===== config.mk =====
export PLATFORM = sky130hd
export DESIGN_NAME = executeStage
export DESIGN_NICKNAME = d
export VERILOG_FILES = /design/src/rtl/mips_pkg.sv /design/src/rtl/executeStage.sv
export VERILOG_INCLUDE_DIRS = /design/src /design/src/include
export SDC_FILE = /design/constraint.sdc
export NUM_CORES = 1
export LEC_CHECK = 0
export BUFFER_PORTS_ARGS = -buffer_cell sky130_fd_sc_hd__buf_2
export CORE_UTILIZATION = 55
export CTS_CLUSTER_SIZE = 40
export DETAILED_ROUTE_END_ITERATION = 8
export PLACE_DENSITY = 0.87
export SLEW_MARGIN = 20
export SYNTH_ARGS = -nofsm -noshare
export SYNTH_HDL_FRONTEND = slang
export SYNTH_SLANG_ARGS = --single-unit

===== constraint.sdc =====
create_clock -name clk -period 5 [get_ports clk]
set_input_delay 0.75 -clock clk [delete_from_list [all_inputs] [get_ports clk]]
set_output_delay 0.75 -clock clk [all_outputs]
set_load 0.005 [all_outputs]

===== src/include/mips_consts.svh =====
`ifndef MIPS_CONSTS_SVH
`define MIPS_CONSTS_SVH

`define XLEN        32
`define REG_ADDR_W  5
`define IMEM_DEPTH  64
`define DMEM_DEPTH  64

// opcodes
`define OP_RTYPE    6'b000000
`define OP_ADDI     6'b001000
`define OP_LW       6'b100011
`define OP_SW       6'b101011
`define OP_BEQ      6'b000100
`define OP_J        6'b000010

// R-format function codes
`define FN_ADD      6'b100000
`define FN_SUB      6'b100010
`define FN_AND      6'b100100
`define FN_OR       6'b100101
`define FN_SLT      6'b101010

// ALU operations
`define ALU_AND     4'b0000
`define ALU_OR      4'b0001
`define ALU_ADD     4'b0010
`define ALU_SUB     4'b0110
`define ALU_SLT     4'b0111

`endif


===== src/rtl/mips_pkg.sv =====
`include "mips_consts.svh"

package mips_pkg;

	typedef logic [$clog2(`IMEM_DEPTH)-1:0] imemAddr_t;
	typedef logic [$clog2(`DMEM_DEPTH)-1:0] dmemAddr_t;

	//////////////////////////////////////////////////
	// instruction word, one view per format
	//////////////////////////////////////////////////
	typedef union packed {
		struct packed {
			logic [5:0]             opcode;
			logic [`REG_ADDR_W-1:0] rs;
			logic [`REG_ADDR_W-1:0] rt;
			logic [`REG_ADDR_W-1:0] rd;
			logic [4:0]             shamt;
			logic [5:0]             funct;
		} rFormat;
		struct packed {
			logic [5:0]             opcode;
			logic [`REG_ADDR_W-1:0] rs;
			logic [`REG_ADDR_W-1:0] rt;
			logic [15:0]            imm;
		} iFormat;
		struct packed {
			logic [5:0]  opcode;
			logic [25:0] target;
		} jFormat;
	} instrWord_t;

	typedef enum logic [1:0] {
		aluOpMem    = 2'b00,
		aluOpBranch = 2'b01,
		aluOpRtype  = 2'b10
	} aluOp_t;

	typedef enum logic [1:0] {
		fwdRegFile = 2'b00,
		fwdWb      = 2'b01,
		fwdMem     = 2'b10
	} fwdSel_t;

	typedef struct packed {
		logic   regDst;
		logic   aluSrc;
		aluOp_t aluOp;
		logic   memRead;
		logic   memWrite;
		logic   memToReg;
		logic   regWrite;
	} ctrl_t;

	//////////////////////////////////////////////////
	// pipeline registers
	//////////////////////////////////////////////////
	typedef struct packed {
		logic              valid;
		logic [`XLEN-1:0]  pcPlus4;
		instrWord_t        instr;
	} ifId_t;

	typedef struct packed {
		ctrl_t                  ctrl;
		logic [`XLEN-1:0]       rsVal;
		logic [`XLEN-1:0]       rtVal;
		logic [`XLEN-1:0]       immExt;
		logic [`REG_ADDR_W-1:0] rs;
		logic [`REG_ADDR_W-1:0] rt;
		logic [`REG_ADDR_W-1:0] rd;
	} idEx_t;

	typedef struct packed {
		ctrl_t                  ctrl;
		logic [`XLEN-1:0]       aluResult;
		logic [`XLEN-1:0]       storeData;
		logic [`REG_ADDR_W-1:0] destReg;
	} exMem_t;

	typedef struct packed {
		logic                   regWrite;
		logic                   memToReg;
		logic [`XLEN-1:0]       aluResult;
		logic [`XLEN-1:0]       loadData;
		logic [`REG_ADDR_W-1:0] destReg;
	} memWb_t;

	typedef struct packed {
		logic                   valid;
		logic [`REG_ADDR_W-1:0] destReg;
		logic [`XLEN-1:0]       data;
	} retire_t;

	typedef struct packed {
		logic             valid;
		imemAddr_t        addr;
		logic [`XLEN-1:0] data;
	} imemWrite_t;

	// value written back by an instruction in MEM/WB
	function automatic logic [`XLEN-1:0] wbValue(memWb_t wb);
		return wb.memToReg ? wb.loadData : wb.aluResult;
	endfunction

endpackage


===== src/rtl/executeStage.sv =====
`include "mips_consts.svh"

module executeStage import mips_pkg::*; (
	input  logic   clk,
	input  logic   reset,
	input  idEx_t  idEx,
	input  memWb_t memWb,
	output exMem_t exMem
);

	fwdSel_t                fwdA;
	fwdSel_t                fwdB;
	logic [`XLEN-1:0]       opA;
	logic [`XLEN-1:0]       rtFwd;
	logic [`XLEN-1:0]       opB;
	logic [`XLEN-1:0]       aluResult;
	logic [3:0]             aluCtrl;
	logic [5:0]             funct;
	logic [`REG_ADDR_W-1:0] destReg;

	//////////////////////////////////////////////////
	// forwarding
	//////////////////////////////////////////////////
	function automatic fwdSel_t pickSource(logic [`REG_ADDR_W-1:0] src, exMem_t mem,
			memWb_t wb);
		if (src == '0) begin
			return fwdRegFile;
		end else if (mem.ctrl.regWrite && (mem.destReg == src)) begin
			return fwdMem;
		end else if (wb.regWrite && (wb.destReg == src)) begin
			return fwdWb;
		end
		return fwdRegFile;
	endfunction

	function automatic logic [`XLEN-1:0] fwdMux(fwdSel_t sel, logic [`XLEN-1:0] regVal,
			exMem_t mem, memWb_t wb);
		case (sel)
			fwdMem:  return mem.aluResult;
			fwdWb:   return wbValue(wb);
			default: return regVal;
		endcase
	endfunction

	assign fwdA = pickSource(idEx.rs, exMem, memWb);
	assign fwdB = pickSource(idEx.rt, exMem, memWb);
	assign opA = fwdMux(fwdA, idEx.rsVal, exMem, memWb);
	assign rtFwd = fwdMux(fwdB, idEx.rtVal, exMem, memWb);
	assign opB = idEx.ctrl.aluSrc ? idEx.immExt : rtFwd;

	// funct sits in the low immediate bits of an R-format word
	assign funct = idEx.immExt[5:0];

	always_comb begin
		case (idEx.ctrl.aluOp)
			aluOpMem:    aluCtrl = `ALU_ADD;
			aluOpBranch: aluCtrl = `ALU_SUB;
			aluOpRtype: begin
				case (funct)
					`FN_ADD: aluCtrl = `ALU_ADD;
					`FN_SUB: aluCtrl = `ALU_SUB;
					`FN_AND: aluCtrl = `ALU_AND;
					`FN_OR:  aluCtrl = `ALU_OR;
					`FN_SLT: aluCtrl = `ALU_SLT;
					default: aluCtrl = 4'b1111;
				endcase
			end
			default: aluCtrl = 4'b1111;
		endcase
	end

	always_comb begin
		case (aluCtrl)
			`ALU_AND: aluResult = opA & opB;
			`ALU_OR:  aluResult = opA | opB;
			`ALU_ADD: aluResult = opA + opB;
			`ALU_SUB: aluResult = opA - opB;
			`ALU_SLT: aluResult = {{(`XLEN-1){1'b0}}, $signed(opA) < $signed(opB)};
			default:  aluResult = '0;
		endcase
	end

	assign destReg = idEx.ctrl.regDst ? idEx.rd : idEx.rt;

	always_ff @(posedge clk or posedge reset) begin
		if (reset) begin
			exMem <= '0;
		end else begin
			exMem.ctrl      <= idEx.ctrl;
			exMem.aluResult <= aluResult;
			exMem.storeData <= rtFwd;
			exMem.destReg   <= destReg;
		end
	end

	// anything that writes or touches memory needs a defined operation
	aluOpDefined: assert property (@(posedge clk) disable iff (reset)
		(idEx.ctrl.regWrite || idEx.ctrl.memRead || idEx.ctrl.memWrite)
		|-> aluCtrl inside {`ALU_AND, `ALU_OR, `ALU_ADD, `ALU_SUB, `ALU_SLT});

endmodule


==> impl_metrics.tcl <==
set metrics [dict create \
    status "finished clean" \
    maxCapViolations 0 \
    path_max_fanout 9 \
    synth_adder_area_share_pct 13.03 \
    period_share_pct 96.37 \
    max_freq_mhz 207.5 \
    antenna_cells 0 \
    num-nets-final 1791 \
    clk_pin_slew_ns 0.07 \
    largest-register "exMem" \
    drv_slew 0 \
    grtUsageTotal_pct 39.44 \
    place_area_mm2 0.01200 \
    cts.sinks 77 \
    synth_cells 1177 \
    postSynthAreaPerCell_um2 8.256 \
    multiInputGateArea_mm2 0.007273 \
    synth-seq-cells 77 \
    finalSetupViolCount 0 \
    grt-ovfl-total 0 \
    ys_seq_area_share_pct 19.83 \
    synth_edf_count 0 \
    period_minus_slack_ns 4.819 \
    vias 11040 \
    synthToLayoutAreaGrowth_pct 26.68 \
    viasPerCell 6.387 \
    synth_top_cell_by_area "dfrtp_1" \
    core_mm2 0.01730 \
    ir_drop_v 0.0001842 \
    ys.flop_type "dfrtp_1" \
    worstSetupPathType "in2reg" \
    ios 269 \
    synth_compound_area_share_pct 29.02 \
    syn_area_mm2 0.009717 \
    finalPower_mw 2.998 \
    cts_root_buf "clkbuf_16" \
    synth-simple-area-share_pct 18.66 \
    htree_num_levels 3 \
    max_slew.worst_pin.slew_ns 0.9928 \
    drt-pass1-iter-count 7 \
    synth_xor_area_share_pct 1.893 \
    io_buffers 268 \
    drive_gt1_share_pct 34.73 \
    wl_per_cell_um 21.15 \
    rsz0062_at_grt "no" \
    die_h_um 134.9 \
    ys_async_sr_fraction_pct 100.0 \
    reg_top3 "exMem (77)" \
    drt_iter0_markers 1199 \
    placed_cells 1713 \
    yosys.area.top_type_share_pct 19.83 \
    fillers 1371 \
    row_count 48 \
    syn_nets 1469 \
    ys_types 98 \
    start_kind "input port" \
    cts_made_buffers 9 \
    cp.arrival_ns 5.03 \
    cts_buffer_depth 2 \
    grt_antenna_before_repair 0 \
    largest_reg_flops 77 \
    hold_buffers 0 \
    crit_required_ns 5.22 \
    drc_errors 0 \
    routed_wl_um 36550 \
    synth_top_family_by_area "compound AO/OA/AOI/OAI gates" \
    synthTopCellsByArea "dfrtp_1 (20%), ha_1 (13%), mux2_2 (8.0%)" \
    cp-end-kind "flip-flop" \
    grt_max_degree 41 \
    die_w_um 134.9 \
    final_cell_area_mm2 0.01231 \
    ys_warn_count 0 \
    min-delay-path-class "in2reg" \
    final-seq-area_mm2 0.001927 \
    grt_pass1_vias 10740 \
    worstSkewPairLatency_ns 0.36 \
    muxShareOfSynthArea_pct 11.82 \
    grt_pass1_wl_um 55980 \
    gp_congestion 1.021 \
    power.density_mw_per_mm2 243.5 \
    hold_viol 0 \
    die_area_mm2 0.01820 \
    cellLeakagePower_nw 6.080 \
    instances_no_fill 1728 \
    cts_tree "built" \
    worst_clock_skew_ns 0.01625 \
    final_util_pct 71.17 \
    dp_hpwl_um 28680 \
    relSlewSlack_pct 33.60 \
    antenna_left 0 \
    whs_ns 0.4942 \
    initial_core_util_pct 56.18 \
]
## worst max-delay path: stages
cell       delay [ns]
buf_2            0.14
or4_1            0.53
o21a_1           0.22
buf_4            0.16
buf_4            0.17
a22oi_1          0.19
nand2_1          0.14
mux2i_2          0.30
ha_1             0.31
o21bai_1         0.21
o211ai_1         0.20
a2111oi_4        0.48
a31oi_4          0.22
buf_4            0.19
o211ai_2         0.24
a211oi_2         0.13
a221oi_1         0.33
o22ai_1          0.12
## repair_timing
action / 4_1_cts / 5_1_grt
endpoints found under the hold margin: 0 / 0
setup buffers: 0 / 0
gates resized for setup: 0 / 2
endpoints found under the setup margin: 0 / 3
## placed cells by master (no fill, tap or decap), types with 23 or more instances in the layout
cell type,instances
mux2i_1,35
dfrtp_1,77
nand2_1,121
a221o_1,33
o211ai_1,23
a21oi_1,62
buf_4,109
nor2_1,86
ha_1,98
and2_1,35
o21ai_0,47
mux2_2,69
a22oi_1,32
buf_2,268
inv_1,62
## final cells by class
type | count | area share, %
tap | 225 | 2.287
sequential | 77 | 15.65
clock buffer | 10 | 1.941
inverter | 66 | 2.023
clock inverter | 5 | 0.4879
timing repair buffer | 383 | 18.52
multi-input combinational | 962 | 59.09
## stage by stage
| stage | TNS (ns) | setup WS (ns) |
|---|---|---|
| floorplan | 0 | 0.2458 |
| global placement | -0.1331 | -0.07569 |
| detailed placement | -0.1823 | -0.08228 |
| CTS | 0 | 0.2754 |
| global route | 0 | 0.03593 |
| finish | 0 | 0.1813 |
## logic make-up (layout without fill, tap and decap cells)
kind of cell	after synthesis	after routing
AOI/OAI and AO/OA	368	368
and+or+nand+nor	367	367
buffers and inverters	138	464
muxes	106	106
adders and majority gates	100	100
DFF	77	77
xor gates and xnor gates	21	21
## worst paths after layout
kind	startpoint	to	slack (ns)	cells past startpoint
worst max register to register	exMem[3]	exMem[68]	0.27	20
worst min register to register	exMem[40]	exMem[8]	0.58	2
worst min-delay path	idEx[114]	exMem[72]	0.49	1
max in group asynchronous	reset	exMem[58]	3.43	3
worst max-delay path	idEx[7]	exMem[68]	0.18	18
min in group asynchronous	reset	exMem[70]	0.51	2
## metal layers
| metal | global-route usage (%) | vias to the layer above | share of wire [%] |
|---|---|---|---|
| li1 | - | 5020 | - |
| met1 | 48.54 | 5246 | 39 |
| met2 | 65.32 | 634 | 47 |
| met3 | 8.183 | 137 | 9.5 |
| met4 | 19.54 | 0 | 4.3 |
| met5 | 0 | - | 0 |
## Yosys cell counts, types with 7 or more instances
cell and count:
dfrtp_1 77, nor4_1 11, nand2_1 122, a21o_1 10
nand2b_1 13, a21oi_1 63, inv_1 63, a22oi_1 32
mux2i_1 36, nor2_1 88, a221oi_1 20, and3_1 8
nand4_1 7, xor2_1 12, a221o_1 33, ha_1 98
nand3_1 15, o22ai_1 14, nor3_1 18, nor2b_1 15
a31oi_1 10, o21a_1 10, mux2_2 69, a211oi_1 9
clkbuf_1 47, and2_1 35, buf_2 19, o21ai_0 47
o21bai_1 10, o211ai_1 23, xnor2_1 9, o31ai_1 8
## power breakdown
group          total (mW)  internal (mW)  leakage [nW]  switching, mW
logic                1.51          0.659          5.01          0.846
clock network       0.711          0.401         0.145          0.310
registers           0.782          0.707         0.926         0.0751
Power figures use the tool's default switching activity.
