`config.mk`:
```
export PLATFORM = sky130hd
export DESIGN_NAME = decodeStage
export DESIGN_NICKNAME = d
export VERILOG_FILES = /design/src/rtl/mips_pkg.sv /design/src/rtl/registerFile.sv /design/src/rtl/mainDecoder.sv /design/src/rtl/decodeStage.sv
export VERILOG_INCLUDE_DIRS = /design/src /design/src/include
export SDC_FILE = /design/constraint.sdc
export NUM_CORES = 2
export LEC_CHECK = 0
export ABC_AREA = 1
export BUFFER_PORTS_ARGS = -buffer_cell sky130_fd_sc_hd__buf_4
export CAP_MARGIN = 20
export CORE_MARGIN = 2
export CORE_UTILIZATION = 45
export DETAILED_ROUTE_END_ITERATION = 12
export HOLD_SLACK_MARGIN = 0.15
export PLACE_DENSITY = 0.66
export SLEW_MARGIN = 5
export SYNTH_ARGS = -nofsm -noshare
export SYNTH_HDL_FRONTEND = slang
export SYNTH_HIERARCHICAL = 1
export SYNTH_SLANG_ARGS = --single-unit
```
`constraint.sdc`:
```
create_clock -name clk -period 36.3 [get_ports clk]
set_clock_uncertainty 0.1 [all_clocks]
set_input_delay 3.63 -clock clk [delete_from_list [all_inputs] [get_ports clk]]
set_output_delay 3.63 -clock clk [all_outputs]
set_load 0.01 [all_outputs]
```
`src/include/mips_consts.svh`:
```
`ifndef MIPS_CONSTS_SVH
`define MIPS_CONSTS_SVH

`define XLEN        32
`define REG_ADDR_W  5
`define IMEM_DEPTH  64
`define DMEM_DEPTH  64

// opcodes
`define OP_RTYPE    6'b000000
`define OP_ADDI     6'b001000
`define OP_LW       6'b100011
`define OP_SW       6'b101011
`define OP_BEQ      6'b000100
`define OP_J        6'b000010

// R-format function codes
`define FN_ADD      6'b100000
`define FN_SUB      6'b100010
`define FN_AND      6'b100100
`define FN_OR       6'b100101
`define FN_SLT      6'b101010

// ALU operations
`define ALU_AND     4'b0000
`define ALU_OR      4'b0001
`define ALU_ADD     4'b0010
`define ALU_SUB     4'b0110
`define ALU_SLT     4'b0111

`endif

```
`src/rtl/mips_pkg.sv`:
```
`include "mips_consts.svh"

package mips_pkg;

	typedef logic [$clog2(`IMEM_DEPTH)-1:0] imemAddr_t;
	typedef logic [$clog2(`DMEM_DEPTH)-1:0] dmemAddr_t;

	//////////////////////////////////////////////////
	// instruction word, one view per format
	//////////////////////////////////////////////////
	typedef union packed {
		struct packed {
			logic [5:0]             opcode;
			logic [`REG_ADDR_W-1:0] rs;
			logic [`REG_ADDR_W-1:0] rt;
			logic [`REG_ADDR_W-1:0] rd;
			logic [4:0]             shamt;
			logic [5:0]             funct;
		} rFormat;
		struct packed {
			logic [5:0]             opcode;
			logic [`REG_ADDR_W-1:0] rs;
			logic [`REG_ADDR_W-1:0] rt;
			logic [15:0]            imm;
		} iFormat;
		struct packed {
			logic [5:0]  opcode;
			logic [25:0] target;
		} jFormat;
	} instrWord_t;

	typedef enum logic [1:0] {
		aluOpMem    = 2'b00,
		aluOpBranch = 2'b01,
		aluOpRtype  = 2'b10
	} aluOp_t;

	typedef enum logic [1:0] {
		fwdRegFile = 2'b00,
		fwdWb      = 2'b01,
		fwdMem     = 2'b10
	} fwdSel_t;

	typedef struct packed {
		logic   regDst;
		logic   aluSrc;
		aluOp_t aluOp;
		logic   memRead;
		logic   memWrite;
		logic   memToReg;
		logic   regWrite;
	} ctrl_t;

	//////////////////////////////////////////////////
	// pipeline registers
	//////////////////////////////////////////////////
	typedef struct packed {
		logic              valid;
		logic [`XLEN-1:0]  pcPlus4;
		instrWord_t        instr;
	} ifId_t;

	typedef struct packed {
		ctrl_t                  ctrl;
		logic [`XLEN-1:0]       rsVal;
		logic [`XLEN-1:0]       rtVal;
		logic [`XLEN-1:0]       immExt;
		logic [`REG_ADDR_W-1:0] rs;
		logic [`REG_ADDR_W-1:0] rt;
		logic [`REG_ADDR_W-1:0] rd;
	} idEx_t;

	typedef struct packed {
		ctrl_t                  ctrl;
		logic [`XLEN-1:0]       aluResult;
		logic [`XLEN-1:0]       storeData;
		logic [`REG_ADDR_W-1:0] destReg;
	} exMem_t;

	typedef struct packed {
		logic                   regWrite;
		logic                   memToReg;
		logic [`XLEN-1:0]       aluResult;
		logic [`XLEN-1:0]       loadData;
		logic [`REG_ADDR_W-1:0] destReg;
	} memWb_t;

	typedef struct packed {
		logic                   valid;
		logic [`REG_ADDR_W-1:0] destReg;
		logic [`XLEN-1:0]       data;
	} retire_t;

	typedef struct packed {
		logic             valid;
		imemAddr_t        addr;
		logic [`XLEN-1:0] data;
	} imemWrite_t;

	// value written back by an instruction in MEM/WB
	function automatic logic [`XLEN-1:0] wbValue(memWb_t wb);
		return wb.memToReg ? wb.loadData : wb.aluResult;
	endfunction

endpackage

```
`src/rtl/registerFile.sv`:
```
`include "mips_consts.svh"

module registerFile import mips_pkg::*; (
	input  logic                   clk,
	input  logic                   reset,
	input  logic [`REG_ADDR_W-1:0] rsAddr,
	input  logic [`REG_ADDR_W-1:0] rtAddr,
	input  memWb_t                 writeBack,
	output logic [`XLEN-1:0]       rsVal,
	output logic [`XLEN-1:0]       rtVal
);

	logic [`XLEN-1:0] regs [32];
	logic             wbActive;

	assign wbActive = writeBack.regWrite && (writeBack.destReg != '0);

	always_ff @(posedge clk or posedge reset) begin
		if (reset) begin
			for (int i = 0; i < 32; i++) begin
				regs[i] <= '0;
			end
		end else if (wbActive) begin
			regs[writeBack.destReg] <= wbValue(writeBack);
		end
	end

	// write-through read, r0 pinned to zero
	function automatic logic [`XLEN-1:0] readPort(logic [`REG_ADDR_W-1:0] addr,
			logic [`XLEN-1:0] stored, logic active, memWb_t wb);
		if (addr == '0) begin
			return '0;
		end else if (active && (wb.destReg == addr)) begin
			return wbValue(wb);
		end
		return stored;
	endfunction

	assign rsVal = readPort(rsAddr, regs[rsAddr], wbActive, writeBack);
	assign rtVal = readPort(rtAddr, regs[rtAddr], wbActive, writeBack);

endmodule

```
`src/rtl/mainDecoder.sv`:
```
`include "mips_consts.svh"

module mainDecoder import mips_pkg::*; (
	input  logic [5:0] opcode,
	output ctrl_t      ctrl,
	output logic       isBranch,
	output logic       isJump
);

	always_comb begin
		ctrl     = '0;
		isBranch = 1'b0;
		isJump   = 1'b0;
		case (opcode)
			`OP_RTYPE: begin
				ctrl.regDst   = 1'b1;
				ctrl.aluOp    = aluOpRtype;
				ctrl.regWrite = 1'b1;
			end
			`OP_ADDI: begin
				ctrl.aluSrc   = 1'b1;
				ctrl.aluOp    = aluOpMem;
				ctrl.regWrite = 1'b1;
			end
			`OP_LW: begin
				ctrl.aluSrc   = 1'b1;
				ctrl.aluOp    = aluOpMem;
				ctrl.memRead  = 1'b1;
				ctrl.memToReg = 1'b1;
				ctrl.regWrite = 1'b1;
			end
			`OP_SW: begin
				ctrl.aluSrc   = 1'b1;
				ctrl.aluOp    = aluOpMem;
				ctrl.memWrite = 1'b1;
			end
			// resolved in decode, nothing left to do downstream
			`OP_BEQ: begin
				ctrl.aluOp = aluOpBranch;
				isBranch   = 1'b1;
			end
			`OP_J: begin
				isJump = 1'b1;
			end
			// unsupported opcode behaves as a nop
			default: begin
				ctrl = '0;
			end
		endcase
	end

endmodule

```
`src/rtl/decodeStage.sv`:
```
`include "mips_consts.svh"

module decodeStage import mips_pkg::*; (
	input  logic             clk,
	input  logic             reset,
	input  ifId_t            ifId,
	input  exMem_t           exMem,
	input  memWb_t           memWb,
	output idEx_t            idExOut,
	output logic             stall,
	output logic             redirect,
	output logic [`XLEN-1:0] redirectPc
);

	ctrl_t                  ctrlRaw;
	logic                   isBranch;
	logic                   isJump;
	logic [`XLEN-1:0]       rsVal;
	logic [`XLEN-1:0]       rtVal;
	logic [`XLEN-1:0]       immExt;
	logic [`XLEN-1:0]       branchTarget;
	logic [`XLEN-1:0]       jumpTarget;
	logic [`REG_ADDR_W-1:0] rs;
	logic [`REG_ADDR_W-1:0] rt;
	logic [`REG_ADDR_W-1:0] exDest;
	logic                   loadUse;
	logic                   branchWait;
	idEx_t                  idExNext;

	assign rs = ifId.instr.rFormat.rs;
	assign rt = ifId.instr.rFormat.rt;

	registerFile regFile (
		.clk       (clk),
		.reset     (reset),
		.rsAddr    (rs),
		.rtAddr    (rt),
		.writeBack (memWb),
		.rsVal     (rsVal),
		.rtVal     (rtVal)
	);

	mainDecoder decoder (
		.opcode   (ifId.instr.rFormat.opcode),
		.ctrl     (ctrlRaw),
		.isBranch (isBranch),
		.isJump   (isJump)
	);

	assign immExt = {{(`XLEN-16){ifId.instr.iFormat.imm[15]}}, ifId.instr.iFormat.imm};
	assign branchTarget = ifId.pcPlus4 + {immExt[`XLEN-3:0], 2'b00};
	assign jumpTarget = {ifId.pcPlus4[`XLEN-1:28], ifId.instr.jFormat.target, 2'b00};

	//////////////////////////////////////////////////
	// hazard detection
	//////////////////////////////////////////////////
	assign exDest = idExOut.ctrl.regDst ? idExOut.rd : idExOut.rt;

	assign loadUse = idExOut.ctrl.memRead && (idExOut.rt != '0)
		&& ((idExOut.rt == rs) || (idExOut.rt == rt));

	// beq compares in decode, so both producers ahead must drain
	assign branchWait = isBranch && (
		(idExOut.ctrl.regWrite && (exDest != '0) && ((exDest == rs) || (exDest == rt)))
		|| (exMem.ctrl.regWrite && (exMem.destReg != '0)
			&& ((exMem.destReg == rs) || (exMem.destReg == rt))));

	assign stall = ifId.valid && (loadUse || branchWait);

	assign redirect = ifId.valid && !stall
		&& ((isBranch && (rsVal == rtVal)) || isJump);
	assign redirectPc = isJump ? jumpTarget : branchTarget;

	always_comb begin
		idExNext.ctrl   = ifId.valid ? ctrlRaw : '0;
		idExNext.rsVal  = rsVal;
		idExNext.rtVal  = rtVal;
		idExNext.immExt = immExt;
		idExNext.rs     = rs;
		idExNext.rt     = rt;
		idExNext.rd     = ifId.instr.rFormat.rd;
	end

	// ID/EX, bubble while stalled
	always_ff @(posedge clk or posedge reset) begin
		if (reset) begin
			idExOut <= '0;
		end else if (stall) begin
			idExOut <= '0;
		end else begin
			idExOut <= idExNext;
		end
	end

	// the wrong-path slot behind a redirect comes back as a bubble
	redirectFlushesFetch: assert property (@(posedge clk) disable iff (reset)
		redirect |=> !ifId.valid);

endmodule

```
==> flow_metrics.py <==
metrics = {
    "clock_network": {
        "cts.root.buffer_cell": "sky130_fd_sc_hd__clkbuf_16",
        "cts_buffers": 134,
        "cts.htree.levels": 4,
        "cts_setup_buffers": 0,
        "holdBufCountCts": 0,
        "clock_tree.buffer_depth": 3,
        "cts.reportedPaths.clkPinSlew_ns": 0.05,
        "clock_insertion_delay_worst_skew_ns": 0.78,
        "cts_tree": "done",
        "clkSinkCount": 1122,
        "post_cts_resized": 0,
    },
    "cells_and_area": {
        "fraction_of_layout_instances_using_a_drive_strength_above_1_pct": 8.853,
        "design.final.nets": 10030,
        "syn2layout_area_growth_pct": 11.10,
        "fillCellCount": 14650,
    },
    "global_routing": {
        "antenna_found_initial": 6,
        "grt_pass1_wl_um": 395600,
        "grt_overflow": 0,
        "first_global_vias": 63710,
        "grt_usage_pct": 34.10,
        "grt_max_degree": 165,
    },
    "timing": {
        "timing.final.setup_violations": 0,
        "slew_of_the_pin_with_the_lowest_slew_margin_ns": 1.217,
        "timing.hold.ws_ns": 0.2785,
        "finalHoldViolations": 0,
        "rsz0062_at_grt": "no",
        "fmax_mhz": 76.81,
        "timing.final.max_slew_violations": 0,
        "finalCriticalPeriod_ns": 13.02,
        "setup_total_negative_slack_ns": 0,
        "fin_crit_sh_pct": 35.86,
        "slew_headroom_pct": 18.86,
        "worst_setup_slack_after_layout_ns": 23.28,
    },
    "power": {
        "p_leak_nw": 37.90,
        "peakVddDrop_mv": 0.05078,
        "power_dens_cells_nw_per_um2": 53.64,
    },
    "routing": {
        "ant_nets": 0,
        "totalWireLength_um": 265200,
        "drt-pass1-iter-count": 9,
        "detail_route.vias_per_cell": 5.812,
        "avgRoutedWirePerCell_um": 22.41,
        "detail_route.drc_violations": 0,
        "detailroute.via_count": 68760,
        "drt_iter0_drc": 9837,
    },
    "synthesis": {
        "netlist_area_um2": 67420,
        "postSynthNetCount": 10250,
        "ys_async_sr_fraction_pct": 100.0,
        "synth_enable_flop_cells": 0,
        "synth_flop_cell": "sky130_fd_sc_hd__dfrtp_1",
        "postSynthRegisterBits": 1122,
        "synth.distinct_cells": 45,
        "synth_sequential_area_ratio_pct": 41.64,
        "yosys_warnings": 6,
        "synth_area_per_cell_um2": 6.741,
        "cell_count_after_synthesis": 10000,
    },
    "critical_path": {
        "critPathRequiredTime_ns": 32.57,
        "worst_path_maximum_fanout": 98,
        "worstPathArrival_ns": 9.29,
        "critPathKind": "input port to output port",
        "timing.critical_path.to_type": "output port",
        "setup.worst_path.start_class": "input port",
    },
    "die": {
        "dieWidth_um": 391.1,
        "initial_utilization_pct": 45.18,
        "die-area_um2": 152900,
        "core_area_um2": 149200,
        "die_y_um": 391.1,
        "floorplan.rows": 142,
        "boundaryPins": 368,
    },
    "placed_design": {
        "dp_hpwl_um": 143700,
        "gp_weighted_congestion": 0.9082,
        "place.port_buffers": 296,
        "detailedPlace.worstSlack_ns": 23.50,
    },
    "hold_path": {
        "worst_hold_path_type": "register to register",
    },
    "run_status": {
        "status": "completed",
    },
    "run": {
        "cap_viol_max_count": 0,
    },
}
==> placed cells by master, fill, tap and decap left out, types with 23 or more instances in the layout <==
master / netlist / final
sky130_fd_sc_hd__nor2_1: 133 / 133
sky130_fd_sc_hd__nand2_1: 3321 / 3309
sky130_fd_sc_hd__o21ai_0: 955 / 929
sky130_fd_sc_hd__or2_2: 36 / 36
sky130_fd_sc_hd__a21oi_1: 46 / 46
sky130_fd_sc_hd__nand3_1: 1964 / 1964
sky130_fd_sc_hd__inv_1: 1153 / 1144
sky130_fd_sc_hd__clkinv_1: 32 / 32
sky130_fd_sc_hd__xnor2_1: 27 / 27
sky130_fd_sc_hd__o211ai_1: 65 / 65
sky130_fd_sc_hd__clkbuf_8: 0 / 32
sky130_fd_sc_hd__a21oi_2: 92 / 90
sky130_fd_sc_hd__dfrtp_1: 1122 / 1122
sky130_fd_sc_hd__ha_1: 29 / 29
sky130_fd_sc_hd__nand2_4: 6 / 23
sky130_fd_sc_hd__clkbuf_1: 466 / 25
sky130_fd_sc_hd__o21ai_1: 110 / 117
sky130_fd_sc_hd__buf_4: 27 / 420
sky130_fd_sc_hd__clkbuf_16: 0 / 141
==> synthesized netlist by cell type (6+ instances only) <==
cell type	count	share of area, %
sky130_fd_sc_hd__buf_1	88	0.49
sky130_fd_sc_hd__ha_1	29	0.54
sky130_fd_sc_hd__nand2_1	3321	18
sky130_fd_sc_hd__nor3_2	6	0.089
sky130_fd_sc_hd__o22ai_1	14	0.13
sky130_fd_sc_hd__nor2_1	133	0.74
sky130_fd_sc_hd__nand3_1	1964	15
sky130_fd_sc_hd__inv_2	8	0.045
sky130_fd_sc_hd__nand4_1	10	0.093
sky130_fd_sc_hd__dfrtp_1	1122	42
sky130_fd_sc_hd__nor4_4	6	0.19
sky130_fd_sc_hd__clkinv_1	32	0.18
sky130_fd_sc_hd__nor2_2	6	0.056
sky130_fd_sc_hd__nand2_4	6	0.10
sky130_fd_sc_hd__buf_2	200	1.5
sky130_fd_sc_hd__xor2_1	14	0.18
sky130_fd_sc_hd__o21ai_0	955	7.1
sky130_fd_sc_hd__o21ai_1	110	0.82
sky130_fd_sc_hd__a21oi_1	46	0.34
sky130_fd_sc_hd__or2_2	36	0.33
sky130_fd_sc_hd__buf_4	27	0.30
sky130_fd_sc_hd__xnor2_1	27	0.35
sky130_fd_sc_hd__inv_1	1153	6.4
sky130_fd_sc_hd__o211ai_1	65	0.72
sky130_fd_sc_hd__nand2_2	9	0.084
sky130_fd_sc_hd__nor3_1	13	0.096
sky130_fd_sc_hd__buf_6	10	0.17
sky130_fd_sc_hd__clkbuf_1	466	2.6
sky130_fd_sc_hd__a21oi_2	92	1.2
==> final timing paths <==
kind | start | endpoint | slack, ns | depth (start not counted)
max | ifId[16] | redirect | 23.28 | 22
min | regFile/regs[1008] | regFile/regs[1008] | 0.28 | 0
max reg2reg | idExOut[118] | idExOut[74] | 33.54 | 13
min reg2reg | regFile/regs[1008] | regFile/regs[1008] | 0.28 | 0
max in group asynchronous | reset | regFile/regs[663] | 29.99 | 5
min in group asynchronous | reset | idExOut[53] | 2.84 | 2
==> critical path, cell delays in order <==
cell and delay, ns:
sky130_fd_sc_hd__buf_8 0.21, sky130_fd_sc_hd__inv_8 0.54, sky130_fd_sc_hd__buf_4 0.93, sky130_fd_sc_hd__buf_4 0.72, sky130_fd_sc_hd__buf_4 0.74, sky130_fd_sc_hd__nand2_1 0.11, sky130_fd_sc_hd__nand3_1 0.10, sky130_fd_sc_hd__nand3_1 0.09
sky130_fd_sc_hd__nand3_1 0.12, sky130_fd_sc_hd__nand3_1 0.13, sky130_fd_sc_hd__nand3_1 0.15, sky130_fd_sc_hd__nand2_1 0.19, sky130_fd_sc_hd__inv_1 0.23, sky130_fd_sc_hd__o22ai_1 0.10, sky130_fd_sc_hd__nor2_1 0.13, sky130_fd_sc_hd__nand4_1 0.22
sky130_fd_sc_hd__nor2_1 0.17, sky130_fd_sc_hd__nand2_1 0.06, sky130_fd_sc_hd__nor2_1 0.22, sky130_fd_sc_hd__nor2_1 0.07, sky130_fd_sc_hd__nor2_1 0.10, sky130_fd_sc_hd__buf_4 0.14
==> final cells by class <==
class | instances | area [um2] | share of cell area [%]
Multi-Input combinational cell | 6889 | 31650 | 42.26
Sequential cell | 1122 | 28080 | 37.48
Inverter | 1197 | 4556 | 6.081
Clock buffer | 198 | 4063 | 5.423
Timing Repair Buffer | 440 | 3552 | 4.742
Tap cell | 1944 | 2432 | 3.247
Clock inverter | 38 | 573.1 | 0.7650
Antenna cell | 2 | 5.005 | 0.006681
==> cell families (layout without fill, tap and decap cells) <==
group                      after synthesis  after routing  synth area share (%)
DFF                                   1122           1122                 41.64
and+or+nand+nor                       5528           5528                 35.13
AOI/OAI and AO/OA                     1290           1290                 10.39
buffers and inverters                 1991           1873                 11.74
other                                    0              2                     0
xor gates and xnor gates                41             41                0.5326
adders and majority gates               30             30                0.5678
==> metal layers <==
layer | part of all wire, % | global-route usage, %
met2 | 42 | 51.35
met5 | 0.015 | 0
met4 | 5.5 | 17.99
met1 | 39 | 45.00
met3 | 13 | 8.832
==> through the flow <==
step / cell area [um2] / power, mW / util [%] / cells
2_1_floorplan: 67420 / 2.308 / - / 10000
3_3_place_gp: 70090 / 2.550 / 46.96 / 11590
3_5_place_dp: 70090 / 2.584 / 46.96 / 11590
4_1_cts: 74720 / 4.007 / 50.07 / 11820
5_1_grt: 74910 / 4.238 / 50.19 / 11830
6_report: 74910 / 4.018 / 50.19 / 11830
==> power by group <==
part / switching, mW / internal (mW) / total, mW
sequential: 0.114 / 1.50 / 1.62
clock: 0.553 / 0.871 / 1.42
combinational: 0.654 / 0.323 / 0.978
total: 1.32 / 2.70 / 4.02
==> state kept, by name, summed over array words and instances (netlist names) <==
signal,cells
regFile/regs,1024
idExOut,98
Power figures use the tool's default switching activity.
